<file path="src/verilog/bn_defs.svh">
`ifndef BN_DEFS_SVH
`define BN_DEFS_SVH

// data and coefficient word width
`define BN_WORD_SIZE 16

// fraction bits of the Qm.n format
`define BN_N_SIZE 14

// channels per frame
// also the depth of each coefficient table
`define BN_CHANNELS 8

// channel index width
`define BN_IDX_W 3

// wishbone word address
// bits 5:4 pick the table, bits 2:0 pick the channel
`define BN_WB_ADR_W 6

`endif

</file>
<file path="src/verilog/bn_pkg.sv">
package bn_pkg;

  // operation of one saturating alu stage
  typedef enum logic [1:0] {
    ALU_ADD,
    ALU_SUB,
    ALU_MUL
  } alu_op_e;

  // coefficient table select
  // encoding matches the upper wishbone address bits
  typedef enum logic [1:0] {
    // subtracted from the input first
    COEF_MEAN   = 2'd0,
    // inverse standard deviation
    COEF_VAR    = 2'd1,
    // learned gain
    COEF_SCALE  = 2'd2,
    // learned bias
    COEF_OFFSET = 2'd3
  } coef_sel_e;

endpackage

</file>
<file path="src/verilog/bn_ctrl.sv">
`timescale 1ns/1ps
`include "bn_defs.svh"

module bn_ctrl (
  input  logic                 clk_i,
  input  logic                 reset_i,
  // upstream handshake
  input  logic                 valid_i,
  output logic                 ready_o,
  // downstream handshake
  output logic                 valid_o,
  input  logic                 ready_i,
  // datapath load strobe
  output logic                 en_o,
  // channel index for the next cycle
  output logic [`BN_IDX_W-1:0] chan_idx_n_o
);

  // output register holds a word
  logic full_r;

  // channel of the word currently offered upstream
  logic [`BN_IDX_W-1:0] count_r;
  logic [`BN_IDX_W-1:0] count_n;

  assign valid_o = full_r;

  // helpful consumer
  // room when empty or when the held word leaves this cycle
  assign ready_o = ~full_r | ready_i;

  // accept on handshake
  assign en_o = valid_i & ready_o;

  // one entry occupancy
  always_ff @(posedge clk_i) begin
    if (reset_i) begin
      full_r <= 1'b0;
    end else if (en_o) begin
      full_r <= 1'b1;
    end else if (ready_i) begin
      full_r <= 1'b0;
    end
  end

  // next channel
  // computed ahead so the coefficient ram read lines up with the word
  always_comb begin
    if (reset_i) begin
      count_n = '0;
    end else if (en_o) begin
      if (count_r == `BN_IDX_W'(`BN_CHANNELS - 1)) begin
        count_n = '0;
      end else begin
        count_n = count_r + 1'b1;
      end
    end else begin
      count_n = count_r;
    end
  end

  always_ff @(posedge clk_i) begin
    count_r <= count_n;
  end

  assign chan_idx_n_o = count_n;

  // stalled output stays put and blocks the input
  a_stall_hold: assert property (@(posedge clk_i) disable iff (reset_i)
    (valid_o && !ready_i) |-> (!en_o ##1 valid_o));

  // counter stays inside the frame
  a_count_range: assert property (@(posedge clk_i) disable iff (reset_i)
    int'(count_r) <= `BN_CHANNELS - 1);

endmodule

</file>
<file path="src/verilog/bn_datapath.sv">
`timescale 1ns/1ps
`include "bn_defs.svh"

module bn_datapath (
  input  logic                            clk_i,
  input  logic                            en_i,
  // word being offered upstream
  input  logic signed [`BN_WORD_SIZE-1:0] data_i,
  // coefficients of that word's channel
  input  logic signed [`BN_WORD_SIZE-1:0] mean_i,
  input  logic signed [`BN_WORD_SIZE-1:0] var_i,
  input  logic signed [`BN_WORD_SIZE-1:0] scale_i,
  input  logic signed [`BN_WORD_SIZE-1:0] offset_i,
  // registered result
  output logic signed [`BN_WORD_SIZE-1:0] data_o
);

  import bn_pkg::*;

  logic signed [`BN_WORD_SIZE-1:0] centered;
  logic signed [`BN_WORD_SIZE-1:0] normed;
  logic signed [`BN_WORD_SIZE-1:0] scaled;
  logic signed [`BN_WORD_SIZE-1:0] result;

  // x - mean
  sat_alu #(.OP(ALU_SUB)) u_sub (
    .a_i    (data_i),
    .b_i    (mean_i),
    .data_o (centered)
  );

  // times inverse std dev
  sat_alu #(.OP(ALU_MUL)) u_mul_var (
    .a_i    (centered),
    .b_i    (var_i),
    .data_o (normed)
  );

  // times scale
  sat_alu #(.OP(ALU_MUL)) u_mul_scale (
    .a_i    (normed),
    .b_i    (scale_i),
    .data_o (scaled)
  );

  // plus offset
  sat_alu #(.OP(ALU_ADD)) u_add (
    .a_i    (scaled),
    .b_i    (offset_i),
    .data_o (result)
  );

  // output stage
  // holds while the downstream side stalls
  always_ff @(posedge clk_i) begin
    if (en_i) begin
      data_o <= result;
    end
  end

endmodule

</file>
<file path="src/verilog/bn_layer_top.sv">
`timescale 1ns/1ps
`include "bn_defs.svh"

module bn_layer_top (
  input  logic                            clk_i,
  input  logic                            reset_i,
  // stream in
  input  logic                            valid_i,
  output logic                            ready_o,
  input  logic signed [`BN_WORD_SIZE-1:0] data_i,
  // stream out
  output logic                            valid_o,
  input  logic                            ready_i,
  output logic signed [`BN_WORD_SIZE-1:0] data_o,
  // coefficient port
  input  logic                            wb_cyc_i,
  input  logic                            wb_stb_i,
  input  logic                            wb_we_i,
  input  logic [`BN_WB_ADR_W-1:0]         wb_adr_i,
  input  logic [`BN_WORD_SIZE-1:0]        wb_dat_i,
  output logic [`BN_WORD_SIZE-1:0]        wb_dat_o,
  output logic                            wb_ack_o
);

  logic                            en;
  logic [`BN_IDX_W-1:0]            chan_idx_n;
  logic signed [`BN_WORD_SIZE-1:0] mean;
  logic signed [`BN_WORD_SIZE-1:0] var_c;
  logic signed [`BN_WORD_SIZE-1:0] scale;
  logic signed [`BN_WORD_SIZE-1:0] offset;

  // handshake and channel tracking
  bn_ctrl u_ctrl (
    .clk_i        (clk_i),
    .reset_i      (reset_i),
    .valid_i      (valid_i),
    .ready_o      (ready_o),
    .valid_o      (valid_o),
    .ready_i      (ready_i),
    .en_o         (en),
    .chan_idx_n_o (chan_idx_n)
  );

  // per channel coefficients
  // read one cycle ahead of use
  coeff_bank u_coeff (
    .clk_i    (clk_i),
    .reset_i  (reset_i),
    .rd_idx_i (chan_idx_n),
    .mean_o   (mean),
    .var_o    (var_c),
    .scale_o  (scale),
    .offset_o (offset),
    .wb_cyc_i (wb_cyc_i),
    .wb_stb_i (wb_stb_i),
    .wb_we_i  (wb_we_i),
    .wb_adr_i (wb_adr_i),
    .wb_dat_i (wb_dat_i),
    .wb_dat_o (wb_dat_o),
    .wb_ack_o (wb_ack_o)
  );

  // normalize and register
  bn_datapath u_dp (
    .clk_i    (clk_i),
    .en_i     (en),
    .data_i   (data_i),
    .mean_i   (mean),
    .var_i    (var_c),
    .scale_i  (scale),
    .offset_i (offset),
    .data_o   (data_o)
  );

endmodule

</file>
<file path="src/verilog/coeff_bank.sv">
`timescale 1ns/1ps
`include "bn_defs.svh"

module coeff_bank (
  input  logic                            clk_i,
  input  logic                            reset_i,
  // stream read port
  input  logic [`BN_IDX_W-1:0]            rd_idx_i,
  output logic signed [`BN_WORD_SIZE-1:0] mean_o,
  output logic signed [`BN_WORD_SIZE-1:0] var_o,
  output logic signed [`BN_WORD_SIZE-1:0] scale_o,
  output logic signed [`BN_WORD_SIZE-1:0] offset_o,
  // wishbone classic slave
  input  logic                            wb_cyc_i,
  input  logic                            wb_stb_i,
  input  logic                            wb_we_i,
  input  logic [`BN_WB_ADR_W-1:0]         wb_adr_i,
  input  logic [`BN_WORD_SIZE-1:0]        wb_dat_i,
  output logic [`BN_WORD_SIZE-1:0]        wb_dat_o,
  output logic                            wb_ack_o
);

  import bn_pkg::*;

  // one small ram per coefficient kind
  logic signed [`BN_WORD_SIZE-1:0] mean_mem   [`BN_CHANNELS];
  logic signed [`BN_WORD_SIZE-1:0] var_mem    [`BN_CHANNELS];
  logic signed [`BN_WORD_SIZE-1:0] scale_mem  [`BN_CHANNELS];
  logic signed [`BN_WORD_SIZE-1:0] offset_mem [`BN_CHANNELS];

  coef_sel_e             wb_sel;
  logic [`BN_IDX_W-1:0]  wb_idx;
  logic                  wb_req;

  // address decode
  // bit 3 is a hole in the map and is not looked at
  assign wb_sel = coef_sel_e'(wb_adr_i[`BN_WB_ADR_W-1 -: 2]);
  assign wb_idx = wb_adr_i[`BN_IDX_W-1:0];

  // new request only while no ack is out
  assign wb_req = wb_cyc_i & wb_stb_i & ~wb_ack_o;

  // stream side
  // address this cycle gives data next cycle
  always_ff @(posedge clk_i) begin
    mean_o   <= mean_mem[rd_idx_i];
    var_o    <= var_mem[rd_idx_i];
    scale_o  <= scale_mem[rd_idx_i];
    offset_o <= offset_mem[rd_idx_i];
  end

  // bus write lands on the ack edge
  always_ff @(posedge clk_i) begin
    if (wb_req && wb_we_i) begin
      case (wb_sel)
        COEF_MEAN:   mean_mem[wb_idx]   <= wb_dat_i;
        COEF_VAR:    var_mem[wb_idx]    <= wb_dat_i;
        COEF_SCALE:  scale_mem[wb_idx]  <= wb_dat_i;
        COEF_OFFSET: offset_mem[wb_idx] <= wb_dat_i;
      endcase
    end
  end

  // bus read data registered alongside the ack
  always_ff @(posedge clk_i) begin
    if (wb_req && !wb_we_i) begin
      case (wb_sel)
        COEF_MEAN:   wb_dat_o <= mean_mem[wb_idx];
        COEF_VAR:    wb_dat_o <= var_mem[wb_idx];
        COEF_SCALE:  wb_dat_o <= scale_mem[wb_idx];
        COEF_OFFSET: wb_dat_o <= offset_mem[wb_idx];
      endcase
    end
  end

  // single cycle ack
  always_ff @(posedge clk_i) begin
    if (reset_i) begin
      wb_ack_o <= 1'b0;
    end else begin
      wb_ack_o <= wb_req;
    end
  end

  // ack pulses never run into each other
  a_ack_single: assert property (@(posedge clk_i) disable iff (reset_i)
    wb_ack_o |=> !wb_ack_o);

endmodule

</file>
<file path="src/verilog/sat_alu.sv">
`timescale 1ns/1ps
`include "bn_defs.svh"

module sat_alu #(
  parameter bn_pkg::alu_op_e OP = bn_pkg::ALU_ADD
) (
  input  logic signed [`BN_WORD_SIZE-1:0] a_i,
  input  logic signed [`BN_WORD_SIZE-1:0] b_i,
  output logic signed [`BN_WORD_SIZE-1:0] data_o
);

  import bn_pkg::*;

  // double width holds any product or sum before the clamp
  localparam int WIDE_W = 2 * `BN_WORD_SIZE;

  // clamp limits of the 16 bit result, sign extended
  localparam logic signed [WIDE_W-1:0] SAT_MAX = WIDE_W'((2 ** (`BN_WORD_SIZE - 1)) - 1);
  localparam logic signed [WIDE_W-1:0] SAT_MIN = -WIDE_W'(2 ** (`BN_WORD_SIZE - 1));

  logic signed [WIDE_W-1:0] a_w;
  logic signed [WIDE_W-1:0] b_w;
  logic signed [WIDE_W-1:0] full;

  // sign extension to the wide format
  assign a_w = a_i;
  assign b_w = b_i;

  // raw result
  // OP is fixed per instance so only one branch is built
  always_comb begin
    case (OP)
      // product carries 2n fraction bits
      // shift back down to n, truncating toward minus infinity
      ALU_MUL: full = (a_w * b_w) >>> `BN_N_SIZE;
      ALU_SUB: full = a_w - b_w;
      default: full = a_w + b_w;
    endcase
  end

  // saturate into the word range
  always_comb begin
    if (full > SAT_MAX) begin
      data_o = SAT_MAX[`BN_WORD_SIZE-1:0];
    end else if (full < SAT_MIN) begin
      data_o = SAT_MIN[`BN_WORD_SIZE-1:0];
    end else begin
      data_o = full[`BN_WORD_SIZE-1:0];
    end
  end

endmodule
</file>
<file path="config.mk">
export PLATFORM = sky130hd
export DESIGN_NAME = bn_layer_top
export DESIGN_NICKNAME = d
export VERILOG_FILES = /design/src/verilog/bn_pkg.sv /design/src/verilog/bn_ctrl.sv /design/src/verilog/bn_datapath.sv /design/src/verilog/bn_layer_top.sv /design/src/verilog/coeff_bank.sv /design/src/verilog/sat_alu.sv
export VERILOG_INCLUDE_DIRS = /design/src /design/src/verilog
export SDC_FILE = /design/constraint.sdc
export NUM_CORES = 2
export LEC_CHECK = 0
export ABC_CLOCK_PERIOD_IN_PS = 30700
export BUFFER_PORTS_ARGS = -buffer_cell sky130_fd_sc_hd__buf_2
export CAP_MARGIN = 25
export CORE_UTILIZATION = 54
export CTS_BUF_LIST = sky130_fd_sc_hd__clkbuf_16
export DETAILED_ROUTE_END_ITERATION = 10
export PLACE_DENSITY = 0.7
export SLEW_MARGIN = 10
export SYNTH_ARGS = -nofsm -noshare
export SYNTH_HDL_FRONTEND = slang
export SYNTH_SLANG_ARGS = --single-unit
</file>
<file path="constraint.sdc">
create_clock -name clk_i -period 30.7 [get_ports clk_i]
set_input_delay 6.14 -clock clk_i [delete_from_list [all_inputs] [get_ports clk_i]]
set_output_delay 6.14 -clock clk_i [all_outputs]
set_load 0.05 [all_outputs]
</file>
* Word-level counts from Yosys, hierarchy flattened
Memories as Yosys holds them, arrays and structs flattened. A register that Yosys moved wholly into a read port is not among the register bits.
Index checks and enable logic that the tools add are counted.
** Word-level totals
- Word-level logic and storage cells :: 62
- RAM bits :: 512
- Memory bits (read-only) :: 0
- Memories kept :: 4
- Bits of input ports :: 45
- Register bits after elaboration :: 37
- Output and inout port bits :: 35
- Bits in latches :: 0
** Cells by class
- Magnitude comparators :: 8
- Div/mod/pow operators :: 0
- Bitwise operators :: 6
- Reduce and logical (&&, ||, !) cells :: 5
- Add/sub/neg operators :: 3
- Multipliers :: 2
- Equality and inequality tests :: 4
- Shift operators :: 0
- Multiplexer cells :: 25
** Memories
- u_coeff.mean_mem :: depth 8, width 16, read ports 2, clocked after memory_dff 1, write ports 1, RTL line coeff_bank.sv:26 : logic signed [`BN_WORD_SIZE-1:0] mean_mem [`BN_CHANNELS];
- u_coeff.offset_mem :: depth 8, width 16, read ports 2, clocked after memory_dff 1, write ports 1, RTL line coeff_bank.sv:29 : logic signed [`BN_WORD_SIZE-1:0] offset_mem [`BN_CHANNELS];
- u_coeff.scale_mem :: depth 8, width 16, read ports 2, clocked after memory_dff 1, write ports 1, RTL line coeff_bank.sv:28 : logic signed [`BN_WORD_SIZE-1:0] scale_mem [`BN_CHANNELS];
- u_coeff.var_mem :: depth 8, width 16, read ports 2, clocked after memory_dff 1, write ports 1, RTL line coeff_bank.sv:27 : logic signed [`BN_WORD_SIZE-1:0] var_mem [`BN_CHANNELS];
** Operator list (number)
- $mux 16 :: 7
- $gt 32x16->1 const B :: 2
- $lt 32x16->1 const B :: 2
- $mul 16x16->32 :: 2
- $pmux 16 s4 :: 1
- $gt 18x16->1 const B :: 2
- $lt 18x16->1 const B :: 2
- $add 16x16->17 :: 1
- $sub 16x16->17 :: 1
- $mux 1 :: 14
- $mux 3 :: 3
- $eq 2x2->1 const B :: 2
- $add 3x1->3 const B :: 1
- $and 1x1->1 :: 3
- $eq 3x3->1 const B :: 1
- $eq 2x1->1 const B :: 1
- $logic_and 1x1->1 :: 2
- $logic_not 2->1 :: 1
- $not 1->1 :: 2
- $reduce_bool 2->1 :: 1
- $logic_not 1->1 :: 1
- $or 1x1->1 :: 1

* Longest topological paths before layout
- Word-level depth :: 15
- Depth in mapped cells :: 88

* By module
From an unflattened synthesis, not the netlist that was laid out.
** Second synthesis, totals
- Cell total of the unflattened synthesis :: 4008
- Area, all modules :: 48418.9 µm²
** By module, submodules not included
- coeff_bank :: area each 25507.0 µm², cells an instance 1451, seq. area each 17156.5 µm², times used 1
- sat_alu (u_dp.u_mul_var) :: area each 9900.7 µm², cells an instance 1084, seq. area each 0.0 µm², times used 1
- sat_alu (u_dp.u_mul_scale) :: area each 9844.4 µm², cells an instance 1089, seq. area each 0.0 µm², times used 1
- sat_alu (u_dp.u_sub) :: area each 1296.2 µm², cells an instance 200, seq. area each 0.0 µm², times used 1
- sat_alu (u_dp.u_add) :: area each 1178.6 µm², cells an instance 147, seq. area each 0.0 µm², times used 1
- bn_datapath :: area each 480.5 µm², cells an instance 16, seq. area each 480.5 µm², times used 1
- bn_ctrl :: area each 211.5 µm², cells an instance 21, seq. area each 80.1 µm², times used 1

* Least setup slack after synthesis
No wires, ideal clock.
- Path kind :: input port to flip-flop
- Start point :: input port data_i[2]
- End point :: register u_dp.data_o[10] (data pin)
- Required time :: 30.430 ns
- Setup time :: 0.270 ns
- Path slack :: 6.440 ns
- Data arrival time :: 23.989 ns
- Stages :: 81
- Cell sequence :: ha_1 -> o211ai_2 -> a21oi_2 -> o311a_4 -> a211o_4 -> and3_4 -> nor2_1 -> nand2_1 -> clkbuf_1 -> a21oi_1 -> clkbuf_1 -> nand2_1 -> fa_1 -> inv_1 -> fa_1 -> fa_1 -> fa_1 -> fa_1 -> [... 45 more ...] -> a21o_1 -> a21o_1 -> a21o_1 -> a21oi_1 -> o21bai_1 -> a21oi_1 -> o21bai_1 -> a21o_1 -> a21o_1 -> a21oi_1 -> o21bai_1 -> a21oi_1 -> nor2b_1 -> o21a_1 -> mux2_2 -> nor2_1 -> clkbuf_1 -> o21ai_0
** Between the ends
- Longest elaborated chain between the ends :: 15
- Elaborated cells on any way between the ends :: 19
- Those cells by class :: add/sub: 2; mul: 2; order compare: 8; mux: 7
** Ends and longest elaborated chain
- start, declared :: RTL line bn_layer_top.sv:10 : input logic signed [`BN_WORD_SIZE-1:0] data_i,
- $sub 16x16->17 * :: RTL line sat_alu.sv:36 : ALU_SUB: full = a_w - b_w;
- $lt 32x16->1 :: RTL line sat_alu.sv:45 : end else if (full < SAT_MIN) begin
- $mux 16 :: RTL line sat_alu.sv:45
- $mux 16 * :: RTL line sat_alu.sv:43 : if (full > SAT_MAX) begin
- $mul 16x16->32 * :: RTL line sat_alu.sv:35 : ALU_MUL: full = (a_w * b_w) >>> `BN_N_SIZE;
- $lt 18x16->1 :: RTL line sat_alu.sv:45
- $mux 16 :: RTL line sat_alu.sv:45
- $mux 16 * :: RTL line sat_alu.sv:43
- $mul 16x16->32 * :: RTL line sat_alu.sv:35
- $lt 18x16->1 :: RTL line sat_alu.sv:45
- $mux 16 :: RTL line sat_alu.sv:45
- $mux 16 * :: RTL line sat_alu.sv:43
- $add 16x16->17 * :: RTL line sat_alu.sv:37 : default: full = a_w + b_w;
- $lt 32x16->1 :: RTL line sat_alu.sv:45
- $mux 16 :: RTL line sat_alu.sv:45
- end signal, assigned :: RTL line bn_datapath.sv:57 : data_o <= result;
- end, declared :: RTL line bn_datapath.sv:15 : output logic signed [`BN_WORD_SIZE-1:0] data_o
Every way passes the cells marked *; elsewhere a longest branch is shown, timed or not.
A chain may end at the register's enable or synchronous reset.

* Final worst setup path
- Start point :: input port data_i[2]
- End point :: register u_dp.data_o[6] (data pin)
The elaborated chain is that of the path after synthesis.

==> metrics.txt <==
master of the slowest instance on the critical path nand2_1; initial cell density of the core 54.6%; unrepaired setup endpoints after global routing no; number of rows created at floorplan about 110; Levels on crit path a little under 80; total area of sequential cells 17700 µm²; final-report setup violation count 0; area enclosed by the die boundary 89200 µm²; slowest stage delay, CP ~0.6 ns; number of standard cells after synthesis 4704; number of iterations in the first detailed-routing pass 5; maximum number of pins on one net before global-route repair 158; highest net fanout along the worst path 22; global-route wire length before repair about 200 mm; combinational family with the most area after synthesis adder cells; met2 demand-to-capacity share in global routing 49.1%; I/O pin count 80; combined area of all synthesized cells 47500 µm²; Hold Buf Count CTS 0; proportion of synthesized area in mux cells less than 1%; Clk pin slew, worst setup/hold paths 0.06 ns; number of filler cells placed in the layout 7355; Setup crit start kind primary input; minimum clock period after layout 26.63 ns; violation count after the first detailed-routing iteration 3600; DP Wirelength 87.2 mm; most used routing layer in global routing met2; data required time of the worst path 31.01 ns; achievable frequency roughly 38 MHz; worst endpoint data arrival time ~27 ns; final number of hold-violating endpoints 0; total negative slack 0 ns; transition time at the pin with the least slew margin 1.03 ns; vias in the first global route approximately 36000; core box area 87000 µm²; crit path kind primary input to register; post-synthesis sequential area ratio 37.3%; number of buffers created by CTS 54; fraction of the cycle the final worst path needs 86.7%; clock tree from TritonCTS yes; Max-Cap Viols 0; count of buffering cells on the critical path with inverters included 11; net count of the mapped netlist 5469; compound-gate portion of the synthesized area 9.17%; vias after detailed routing 35000; cells on worst reg2reg path 79; clk_lat worst skew 0.61 ns; Remaining DRCs 0; global routing met3 resource utilization 3.79%; main flop type after synthesis edfxtp_1; number of synthesized register bits 613; run status complete, no violations; antenna violation net count after detailed routing 0; Slew Viols, Final 0; met1 Resource Use GR 39.7%; mean routed wirelength per cell 22.2 µm; die width 299 µm; number of flops mapped to enable cells by yosys 544; CTS-repair resized insts 0; Die Y approximately 300 µm; Post-Route Skew 0.0252 ns; final weighted congestion in routability-driven placement 0.901; Hold Crit Depth 2; CTS HTree Levels 2; multi-input gate area in the final layout 26500 µm²; largest buffer count on any clock path 3; cell type group with the largest total delay on the critical path adder cells; share of flip-flops with an asynchronous set or reset after synthesis 0%; mean cell area of the mapped netlist about 10 µm²; worst hold path class register to register; adder-cell share of the synthesized area 27.2%; count of buffers inserted at the top-level ports 78; sink count of the clock tree 613; Most Frequent Cell on Critical Path fa_1; xor and xnor fraction of the mapped netlist area roughly 1.6%; GRT Overall Usage between 20 and 30%; normalized max-slew margin 30.5%; drt via density 5.96; antenna violations before repair 5; Post-CTS Setup Inserts 0; unique cell type count in the Yosys netlist 81; share of post-route cells with drive strength above 1 6.72%; clock tree root buffer cell clkbuf_16; synthesized-area fraction occupied by and/or/nand/nor cells between 10% and 20%; layout-stage area growth over the synthesis result 7.01%; routed wire length roughly 130 mm; endpoint kind of the worst setup timing path register; Yosys warnings 0; Overflow after GRT 0; final layout net count 5442
-- final cells by class --
class | instances | share of cell area [%]
antenna | 1 | 0.00492
timing repair buffer | 157 | 2.01
inverter | 653 | 4.84
clock inverter | 44 | 0.669
clock buffer | 55 | 2.71
sequential | 613 | 34.8
tap | 1155 | 2.84
multi-input combinational | 3198 | 52.1
-- final timing paths --
kind	startpoint	to	slack [ns]
worst min register to register	u_ctrl.valid_o	u_ctrl.valid_o	0.54
worst min-delay path	u_ctrl.valid_o	u_ctrl.valid_o	0.54
worst max register to register	u_coeff.mean_o[2]	u_dp.data_o[6]	9.33
worst max-delay path	data_i[2]	u_dp.data_o[6]	4.07
-- layout by cell type, fill, tap and decap left out, types with 55 or more instances in the layout --
| cell | Yosys | layout |
|---|---|---|
| nor2b_1 | 112 | 109 |
| and2_1 | 175 | 172 |
| inv_1 | 651 | 661 |
| o21ai_0 | 141 | 139 |
| clkbuf_16 | 0 | 55 |
| ha_1 | 196 | 196 |
| xnor2_1 | 58 | 58 |
| dfxtp_1 | 69 | 69 |
| buf_4 | 0 | 77 |
| nor2_1 | 108 | 107 |
| nand2_1 | 876 | 876 |
| a22oi_1 | 147 | 147 |
| edfxtp_1 | 544 | 544 |
| fa_1 | 524 | 524 |
| buf_2 | 5 | 78 |
| nand3_1 | 345 | 345 |
| a21oi_1 | 109 | 105 |
-- cell usage after synthesis (all sizes together) (39+ instances only) --
| cell | number | area share [%] |
|---|---|---|
| a21o | 39 | 0.62 |
| a21oi | 116 | 1.3 |
| a22oi | 147 | 2.3 |
| and2 | 176 | 2.3 |
| clkbuf | 216 | 1.7 |
| dfxtp | 69 | 2.9 |
| edfxtp | 544 | 34 |
| fa | 524 | 22 |
| ha | 196 | 5.2 |
| inv | 651 | 5.1 |
| nand2 | 876 | 6.9 |
| nand3 | 345 | 3.6 |
| nor2 | 109 | 0.88 |
| nor2b | 112 | 1.5 |
| o21ai | 154 | 1.7 |
| xnor2 | 62 | 1.2 |
-- worst reg2reg max path: cells and delay by family (launching register included) --
kind                     cells  cell delay (ns)
multiplexers                 1             0.29
buffers and inverters       11             1.03
AO/OA/AOI/OAI               30             6.38
adder cells (fa/ha/maj)     16             7.36
flip-flops                   1             0.31
XOR/XNOR                     2             0.39
AND/OR/NAND/NOR             19             5.28
-- cells by family after synthesis --
group	Yosys count
AOI/OAI and AO/OA	632
adders and majority gates	720
buffers and inverters	893
and+or+nand+nor	1726
DFF	613
muxes	38
xor gates and xnor gates	82
-- layer usage --
| layer | wire length (µm) | vias up |
|---|---|---|
| met1 | 50300 | 17400 |
| met5 | 41 | - |
| li1 | - | 15500 |
| met4 | 5840 | 6 |
| met2 | 61700 | 1829 |
| met3 | 12400 | 315 |
-- sequential cells by signal, summed over array words and instances (netlist names) --
register            count
u_coeff.var_mem       128
u_ctrl.count_r          3
u_coeff.offset_o       16
u_dp.data_o            16
u_coeff.var_o          16
u_coeff.offset_mem    128
u_coeff.scale_mem     128
u_coeff.mean_mem      128
u_ctrl.valid_o          1
u_coeff.wb_ack_o        1
u_coeff.mean_o         16
u_coeff.wb_dat_o       16
u_coeff.scale_o        16
-- metrics by stage --
step                worst slack [ns]  instances  hold slack (ns)  cell area (µm²)  util [%]
global placement                3.92       5774            0.505            49100      56.4
finish                          4.07       5876            0.538            50900      58.5
floorplan                       6.44       4704            0.574            47500         -
global route                    2.88       5875            0.569            50900      58.5
detailed placement              3.70       5775            0.523            49100      56.4
CTS                             4.26       5874            0.538            50800      58.4
Power is left out: the tool's default activity adds up to more than one toggle a clock period on the data nets, which glitch-free logic cannot reach.
